### config.mk
export PLATFORM = sky130hd
export DESIGN_NAME = alu_unit
export DESIGN_NICKNAME = d
export VERILOG_FILES = /design/src/hdl/alu_pkg.sv /design/src/hdl/add_sub.sv /design/src/hdl/alu_cmd_fifo.sv /design/src/hdl/alu_exec.sv /design/src/hdl/alu_unit.sv /design/src/hdl/booth_mul.sv
export SDC_FILE = /design/constraint.sdc
export NUM_CORES = 1
export LEC_CHECK = 0
export BUFFER_PORTS_ARGS = -buffer_cell sky130_fd_sc_hd__buf_2
export CORE_MARGIN = 2
export CORE_UTILIZATION = 45
export CTS_CLUSTER_DIAMETER = 80
export DETAILED_ROUTE_END_ITERATION = 7
export PLACE_DENSITY = 0.62
export SYNTH_ARGS = -nofsm -noshare
export SYNTH_HDL_FRONTEND = slang
export SYNTH_HIERARCHICAL = 1
export SYNTH_SLANG_ARGS = --single-unit
### constraint.sdc
create_clock -name clk -period 5.8 [get_ports clk]
set_input_delay 0.29 -clock clk [delete_from_list [all_inputs] [get_ports clk]]
set_output_delay 0.29 -clock clk [all_outputs]
set_load 0.02 [all_outputs]
### src/hdl/alu_pkg.sv
package alu_pkg;

	// operand width, shared by every struct below
	localparam int DATA_WIDTH = 32;

	// opcode encoding
	typedef enum logic [2:0] {
		OP_OR   = 3'd0, // bitwise or
		OP_AND  = 3'd1, // bitwise and
		OP_ADD  = 3'd2, // signed add
		OP_SUB  = 3'd3, // signed subtract
		OP_ADDU = 3'd4, // unsigned add, carry lands in bit 32
		OP_MUL  = 3'd5  // signed multiply, multi-cycle
	} alu_op_t;

	// command as pushed by the source
	// 3 + 32 + 32 = 67 bits
	typedef struct packed {
		alu_op_t               op; // what to do
		logic [DATA_WIDTH-1:0] a;  // first operand, multiplicand for OP_MUL
		logic [DATA_WIDTH-1:0] b;  // second operand, multiplier for OP_MUL
	} alu_cmd_t;

	// response handed back once per command
	// 3 + 64 = 67 bits
	typedef struct packed {
		alu_op_t                 op;     // opcode of the command that made it
		logic [2*DATA_WIDTH-1:0] result; // always double width, extended per op
	} alu_rsp_t;

	// result rules, for quick lookup
	//   or / and : zero-extended
	//   add / sub : 33-bit signed result, sign-extended
	//   addu : 33-bit unsigned result, zero-extended
	//   mul : full signed 64-bit product

	// opcodes 6 and 7 are free for later ops

endpackage

### src/hdl/add_sub.sv
`timescale 1ns/1ps

module add_sub
	import alu_pkg::*;
(
	input  logic [DATA_WIDTH-1:0]   a,
	input  logic [DATA_WIDTH-1:0]   b,
	input  logic                    signed_op, // 1 = treat operands as two's complement
	input  logic                    subtract,  // 1 = a - b
	output logic [2*DATA_WIDTH-1:0] sum
);

	logic [DATA_WIDTH:0] ext_a;  // one bit wider so no overflow is possible
	logic [DATA_WIDTH:0] ext_b;
	logic [DATA_WIDTH:0] opnd_b; // b or -b
	logic [DATA_WIDTH:0] res;    // 33-bit exact result

	always_comb begin
		// sign or zero extension by one bit
		ext_a = {signed_op & a[DATA_WIDTH-1], a};
		ext_b = {signed_op & b[DATA_WIDTH-1], b};

		// two's complement of b for subtract
		opnd_b = subtract ? (~ext_b + 1'b1) : ext_b;

		res = ext_a + opnd_b;

		// widen to the response width
		if (signed_op) begin
			sum = {{(DATA_WIDTH-1){res[DATA_WIDTH]}}, res}; // keep the sign
		end else begin
			sum = {{(DATA_WIDTH-1){1'b0}}, res}; // bit 32 is the carry
		end
	end

	// unsigned subtract is not an opcode, so the borrow case
	// (signed_op = 0, subtract = 1) is never selected from alu_exec

endmodule

### src/hdl/alu_cmd_fifo.sv
`timescale 1ns/1ps

module alu_cmd_fifo
	import alu_pkg::*;
#(
	parameter int CMD_DEPTH = 4
) (
	input  logic     clk,
	input  logic     rst,
	input  logic     push,  // write din this edge
	input  alu_cmd_t din,
	input  logic     pop,   // drop head this edge
	output alu_cmd_t head,  // oldest entry, valid when !empty
	output logic     full,
	output logic     empty
);

	localparam int PTR_W = (CMD_DEPTH > 1) ? $clog2(CMD_DEPTH) : 1;
	localparam int CNT_W = $clog2(CMD_DEPTH + 1);

	alu_cmd_t         mem [CMD_DEPTH]; // storage only, no reset
	logic [PTR_W-1:0] wr_ptr;
	logic [PTR_W-1:0] rd_ptr;
	logic [CNT_W-1:0] count;           // entries held
	logic             do_push;
	logic             do_pop;

	assign do_push = push && !full;  // push into a full buffer is lost
	assign do_pop  = pop && !empty;

	always_ff @(posedge clk) begin
		if (do_push) mem[wr_ptr] <= din;
	end

	// pointers wrap at CMD_DEPTH, works for any depth
	always_ff @(posedge clk) begin
		if (rst) begin
			wr_ptr <= '0;
			rd_ptr <= '0;
			count  <= '0;
		end else begin
			if (do_push) wr_ptr <= (wr_ptr == PTR_W'(CMD_DEPTH - 1)) ? '0 : wr_ptr + 1'b1;
			if (do_pop) rd_ptr <= (rd_ptr == PTR_W'(CMD_DEPTH - 1)) ? '0 : rd_ptr + 1'b1;
			case ({do_push, do_pop})
				2'b10:   count <= count + 1'b1;
				2'b01:   count <= count - 1'b1;
				default: count <= count; // both or neither
			endcase
		end
	end

	assign head  = mem[rd_ptr];
	assign full  = (count == CNT_W'(CMD_DEPTH));
	assign empty = (count == '0);

	// source has to watch full
	a_no_push_full: assert property (@(posedge clk) disable iff (rst) push |-> !full)
		else $error("alu_cmd_fifo: push while full, command dropped");

	a_no_pop_empty: assert property (@(posedge clk) disable iff (rst) pop |-> !empty)
		else $error("alu_cmd_fifo: pop while empty");

endmodule

### src/hdl/alu_exec.sv
`timescale 1ns/1ps

module alu_exec
	import alu_pkg::*;
(
	input  logic     clk,
	input  logic     rst,
	input  alu_cmd_t head,      // buffer head, valid while !empty
	input  logic     empty,
	output logic     pop,       // take head this cycle
	output logic     rsp_valid, // one-cycle pulse
	output alu_rsp_t rsp
);

	typedef enum logic {
		IDLE,
		MUL_WAIT
	} exec_state_t;

	exec_state_t             state;
	logic                    start;      // kicks the multiplier
	logic                    mul_done;
	logic [2*DATA_WIDTH-1:0] mul_product;
	logic [2*DATA_WIDTH-1:0] sum;        // add_sub output
	logic [2*DATA_WIDTH-1:0] comb_result;
	alu_op_t                 mul_op;     // opcode kept while multiplying

	assign pop   = (state == IDLE) && !empty;
	assign start = pop && (head.op == OP_MUL);

	// single adder, ops pick signedness and direction
	add_sub u_add_sub (
		.a        (head.a),
		.b        (head.b),
		.signed_op(head.op != OP_ADDU),
		.subtract (head.op == OP_SUB),
		.sum      (sum)
	);

	booth_mul u_booth_mul (
		.clk         (clk),
		.rst         (rst),
		.start       (start),
		.multiplicand(head.a),
		.multiplier  (head.b),
		.done        (mul_done),
		.product     (mul_product)
	);

	always_comb begin
		case (head.op)
			OP_OR:                   comb_result = {{DATA_WIDTH{1'b0}}, head.a | head.b};
			OP_AND:                  comb_result = {{DATA_WIDTH{1'b0}}, head.a & head.b};
			OP_ADD, OP_SUB, OP_ADDU: comb_result = sum;
			default:                 comb_result = '0; // mul goes the slow way
		endcase
	end

	// control
	always_ff @(posedge clk) begin
		if (rst) begin
			state     <= IDLE;
			rsp_valid <= 1'b0;
		end else begin
			rsp_valid <= 1'b0;
			case (state)
				IDLE: if (pop) begin
					if (head.op == OP_MUL) state <= MUL_WAIT;
					else rsp_valid <= 1'b1; // one-cycle ops answer next cycle
				end
				MUL_WAIT: if (mul_done) begin
					state     <= IDLE;
					rsp_valid <= 1'b1;
				end
				default: state <= IDLE;
			endcase
		end
	end

	// response payload
	always_ff @(posedge clk) begin
		if (start) mul_op <= head.op;
		if (pop && !start) rsp <= '{op: head.op, result: comb_result};
		else if (state == MUL_WAIT && mul_done) rsp <= '{op: mul_op, result: mul_product};
	end

	// back-to-back pulses only when a single-cycle op was taken in between
	a_rsp_pulse: assert property (@(posedge clk) disable iff (rst)
		rsp_valid |=> !rsp_valid || $past(pop && head.op != OP_MUL))
		else $error("alu_exec: rsp_valid held with no new command");

endmodule

### src/hdl/alu_unit.sv
`timescale 1ns/1ps

module alu_unit
	import alu_pkg::*;
#(
	parameter int CMD_DEPTH = 4 // command buffer entries
) (
	input  logic     clk,
	input  logic     rst,
	input  logic     cmd_push,  // strobe, ignore full at your own risk
	input  alu_cmd_t cmd,
	output logic     full,      // stop pushing
	output logic     rsp_valid, // one pulse per finished command
	output alu_rsp_t rsp
);

	alu_cmd_t head;  // oldest queued command
	logic     empty;
	logic     pop;   // exec takes head

	alu_cmd_fifo #(
		.CMD_DEPTH(CMD_DEPTH)
	) u_cmd_fifo (
		.clk  (clk),
		.rst  (rst),
		.push (cmd_push),
		.din  (cmd),
		.pop  (pop),
		.head (head),
		.full (full),
		.empty(empty)
	);

	alu_exec u_exec (
		.clk      (clk),
		.rst      (rst),
		.head     (head),
		.empty    (empty),
		.pop      (pop),
		.rsp_valid(rsp_valid),
		.rsp      (rsp)
	);

endmodule

### src/hdl/booth_mul.sv
`timescale 1ns/1ps

module booth_mul
	import alu_pkg::*;
(
	input  logic                    clk,
	input  logic                    rst,
	input  logic                    start,        // one-cycle pulse, operands valid now
	input  logic [DATA_WIDTH-1:0]   multiplicand,
	input  logic [DATA_WIDTH-1:0]   multiplier,
	output logic                    done,         // one-cycle pulse, product ready
	output logic [2*DATA_WIDTH-1:0] product       // held until next start
);

	localparam int CNT_W = $clog2(DATA_WIDTH + 1);

	logic                  busy;   // steps in progress
	logic [CNT_W-1:0]      count;  // steps left
	logic [DATA_WIDTH:0]   acc;    // one extra bit so -(-2^31) fits
	logic [DATA_WIDTH-1:0] q;      // multiplier, shifts out as product low half fills
	logic                  q_1;    // booth look-behind bit
	logic [DATA_WIDTH:0]   mcand;  // sign-extended multiplicand
	logic [DATA_WIDTH:0]   acc_sel; // acc after add/sub, before shift

	// recode the current bit pair
	always_comb begin
		case ({q[0], q_1})
			2'b01:   acc_sel = acc + mcand; // end of a run of ones
			2'b10:   acc_sel = acc - mcand; // start of a run of ones
			default: acc_sel = acc;         // 00 or 11, nothing to add
		endcase
	end

	// control path
	always_ff @(posedge clk) begin
		if (rst) begin
			busy  <= 1'b0;
			done  <= 1'b0;
			count <= '0;
		end else begin
			done <= 1'b0;
			if (start) begin
				busy  <= 1'b1;
				count <= CNT_W'(DATA_WIDTH);
			end else if (busy) begin
				count <= count - 1'b1;
				if (count == CNT_W'(1)) begin // last step this edge
					busy <= 1'b0;
					done <= 1'b1;
				end
			end
		end
	end

	// datapath, load on start then one step per cycle
	always_ff @(posedge clk) begin
		if (start) begin
			acc   <= '0;
			q     <= multiplier;
			q_1   <= 1'b0;
			mcand <= {multiplicand[DATA_WIDTH-1], multiplicand};
		end else if (busy) begin
			// arithmetic shift right of {acc, q, q_1}
			acc <= {acc_sel[DATA_WIDTH], acc_sel[DATA_WIDTH:1]};
			q   <= {acc_sel[0], q[DATA_WIDTH-1:1]};
			q_1 <= q[0];
		end
	end

	assign product = {acc[DATA_WIDTH-1:0], q}; // top acc bit is only a guard

	// exec must wait for done before the next multiply
	a_no_start_busy: assert property (@(posedge clk) disable iff (rst) start |-> !busy)
		else $error("booth_mul: start while busy");

endmodule

==> run_results.csv <==
group,metric,value,unit
die,boundaryPins,139,
critical_path,cp-end-kind,"flop",
layout,final_common_cell,"edfxtp_1",
logic_synthesis,synth_ff_type,"edfxtp_1",
hold_path,hp-class,"input port to flop",
logic_synthesis,synth.distinct_cells,87,
clock_network,cts.sinks,454,
detailed_routing,wl_met3,2680,µm
hold_path,hp-start,"cmd_push",
power,seq_power_share,30.3,%
sta,finalCritPeriodShare,93.9,%
layout,antenna_cells,0,
layout,drive_above_1_share,19.7,%
global_routing,grt_overflow,0,
power,power.switching,6890,µW
logic_synthesis,synthesis.area,22900,µm²
detailed_routing,routed.top_layer,"met4",
outcome,status,"completed",
placement,port_buffers,138,
critical_path,start_kind,"flop",
critical_path,ff2ff_path_depth,16,
critical_path,critPathKind,"flop to flop",
hold_path,whs_path_depth,3,
clock_network,cts_buffers,48,
detailed_routing,drtIter0Drc,1166,
clock_network,root_buffer,"clkbuf_16",
detailed_routing,avgViaCountPerCell,5.66,
sta,worst_slew_pin_slew,1.13,ns
die,die_h,230,µm
power,p_int,9540,µW
die,coreArea,50300,µm²
sta,fin_ws,0.355,ns
critical_path,cp.arrival,5.79,ns
logic_synthesis,syn-num-nets,1880,
sta,fin_skew,0.0134,ns
logic_synthesis,syn_inst,1732,
placement,place.gp.congestion,0.899,
power,switching_share,41.9,%
die,rows,82,
hold_path,hold_end,"u_cmd_fifo/wr_ptr[1]$_SDFFE_PP0P_",
placement,dp_hpwl,37300,µm
clock_network,cts_max_path_buffers,3,
detailed_routing,vias,14800,
sta,drv_slew,0,
logic_synthesis,synth-async-reset-ratio,0,%
clock_network,clock_latency,0.59,ns
global_routing,antenna_found_initial,0,
layout,fin_nets,2056,
layout,synthToLayoutAreaGrowth,14.4,%
logic_synthesis,seq_area_frac_synth,57.2,%
critical_path,rr_endpoint,"u_exec/rsp[59]$_DFFE_PP_",
global_routing,first_global_vias,14800,
global_routing,grt.total_usage,20.6,%
power,combinationalPowerShare,51.9,%
die,start_util,45.6,%
detailed_routing,wl_met1,24100,µm
logic_synthesis,synth_area_per_cell,13.2,µm²
critical_path,r2r_slack,0.35,ns
clock_network,clk_pin_slew,0.06,ns
power,p_per_area,626,nW/µm²
critical_path,cp_max_fo,31,
detailed_routing,ant_nets,0,
detailed_routing,drc,0,
layout,nFillCells,4252,
clock_network,htree_levels,2,
die,fp.dieW,230,µm
power,max-vdd-ir-drop,0.306,mV
critical_path,crit_required,6.14,ns
sta,tns,0,ns
logic_synthesis,synth_edf_count,402,
global_routing,grt_max_degree,109,
global_routing,grt_pass1_wl,84700,µm
sta,period_needed,5.45,ns
die,die_area,52800,µm²
sta,slew_headroom,24.7,%
logic_synthesis,ys_ff_latch,454,
layout,layout_common_cells,"edfxtp_1 (402), buf_2 (138), nand2_1 (129)",
detailed_routing,met2_length,26300,µm
clock_network,cts_tree,"built",
sta,setup_viol,0,
power,p_leak,0.00929,µW
sta,hold_viol,0,
sta,clock.fmax,184,MHz
placement,pre_cts_ws,0.290,ns
power,clock_power_share,17.7,%
detailed_routing,firstDrtPassIters,5,
logic_synthesis,synth_warnings,6,
detailed_routing,wl,54700,µm
sta,grt_setup_unrepaired,"false",
detailed_routing,wl_per_cell,20.9,µm
flow_run,drv_cap,0,
## per-layer routing
metal | vias up | track usage, %
met5 | - | 0
met4 | 0 | 7.10
met3 | 91 | 3.20
met2 | 381 | 34.4
met1 | 7289 | 27.5
li1 | 7056 | -
## cell usage after synthesis, drive strengths merged, types with 5 or more instances
cell,instances,area share (%)
edfxtp,402,53
nand2,131,2.1
nor2,125,2.0
xnor2,92,3.5
a21oi,76,1.7
ha,75,4.1
buf,67,2.3
mux4,67,6.6
dfxtp,52,4.5
o21ai,52,1.1
a211oi,47,1.5
clkbuf,42,0.69
inv,40,0.65
mux2,35,1.7
a221o,33,1.4
a22o,33,1.3
nor3,33,0.72
a21o,29,0.95
xor2,25,0.95
nand3,22,0.48
or3,18,0.56
o31ai,17,0.68
a31oi,16,0.44
nand2b,16,0.44
mux2i,14,0.61
o21a,14,0.46
and3,13,0.38
nand4,13,0.35
nor2b,12,0.33
o21bai,10,0.33
nor4,9,0.38
or4,9,0.34
and2,8,0.23
o211ai,8,0.26
a311oi,7,0.27
nor3b,6,0.22
o41ai,6,0.26
or2,6,0.16
nand3b,5,0.16
## stage by stage
stage	cell area, µm²	utilization, %	power (µW)	std cells	hold WS, ns
after CTS	26200	52.1	16500	2616	0.000863
final	26200	52.2	16400	2617	0.0232
after detailed placement	24100	47.8	13400	2462	0.492
after floorplan	22900	-	11900	1732	0.359
after global routing	26200	52.2	17500	2617	0.0147
after global placement	24100	47.8	13400	2462	0.476
## power by group through the flow
stage	clock [µW]	combinational, µW	sequential (µW)
3_5_place_dp	0	8380	5070
6_report	2910	8530	4980
3_3_place_gp	0	8350	5060
4_1_cts	2980	8480	5000
2_1_floorplan	0	6670	5220
5_1_grt	3110	9370	5050
## registers in the layout, summed over array words and instances, names as in the netlist, named ones only
register,cells
u_exec/rsp_valid,1
u_exec/u_booth_mul/q,32
u_cmd_fifo/mem,268
u_cmd_fifo/rd_ptr,2
u_exec/rsp,67
u_exec/u_booth_mul/busy,1
u_exec/mul_op,3
u_exec/u_booth_mul/acc,32
u_exec/u_booth_mul/q_1,1
u_exec/u_booth_mul/mcand,32
u_exec/state,1
u_cmd_fifo/wr_ptr,2
u_cmd_fifo/count,3
u_exec/u_booth_mul/done,1
u_exec/u_booth_mul/count,6
## cells by family (layout without fill, tap and decap cells)
logic type	after synthesis	count (layout)	synth area share, %
AOI/OAI and AO/OA	381	381	12.1
buffers and inverters	149	362	3.61
DFF	454	454	57.2
adders and majority gates	78	78	4.35
and+or+nand+nor	437	437	9.37
xor gates and xnor gates	117	117	4.47
muxes	116	116	8.92
## worst max-delay path: stages, from the launching register on
cell	delay, ns
dfxtp_4	0.51
buf_8	0.22
mux4_2	0.62
nand2b_1	0.25
nor2_2	0.38
o21ai_0	0.27
fa_1	0.48
a21o_1	0.19
a221oi_1	0.53
or4_1	0.27
nand4b_1	0.14
a2111oi_2	0.36
buf_4	0.20
o31ai_2	0.09
mux2i_2	0.17
buf_4	0.25
a22o_1	0.24
## layout make-up
type	count	area (µm²)	area share, %
inverters	40	150	0.572
clock buffers	56	1260	4.81
repair buffers	235	1610	6.14
well taps	672	841	3.20
clock inverters	31	234	0.892
flip-flops and latches	454	13100	50.0
multi-input cells	1129	9020	34.4
## repair_timing
| action | in CTS | in global routing |
|---|---|---|
| endpoints found under the setup margin | 0 | 31 |
| hold buffers | 67 | 0 |
| setup buffers | 0 | 1 |
| hold endpoints to repair | 268 | 0 |
| gates resized for setup | 0 | 2 |
## worst max-delay path by stage
stage | startpoint | to | depth (start not counted)
after floorplan | flop | u_exec/rsp[63]$_DFFE_PP_ | 20
after global placement | flop | u_exec/rsp[62]$_DFFE_PP_ | 17
after detailed placement | flop | u_exec/rsp[59]$_DFFE_PP_ | 17
after CTS | flop | u_exec/rsp[61]$_DFFE_PP_ | 17
after global routing | flop | u_exec/rsp[61]$_DFFE_PP_ | 20
final | flop | u_exec/rsp[59]$_DFFE_PP_ | 16
Power figures use the tool's default switching activity.
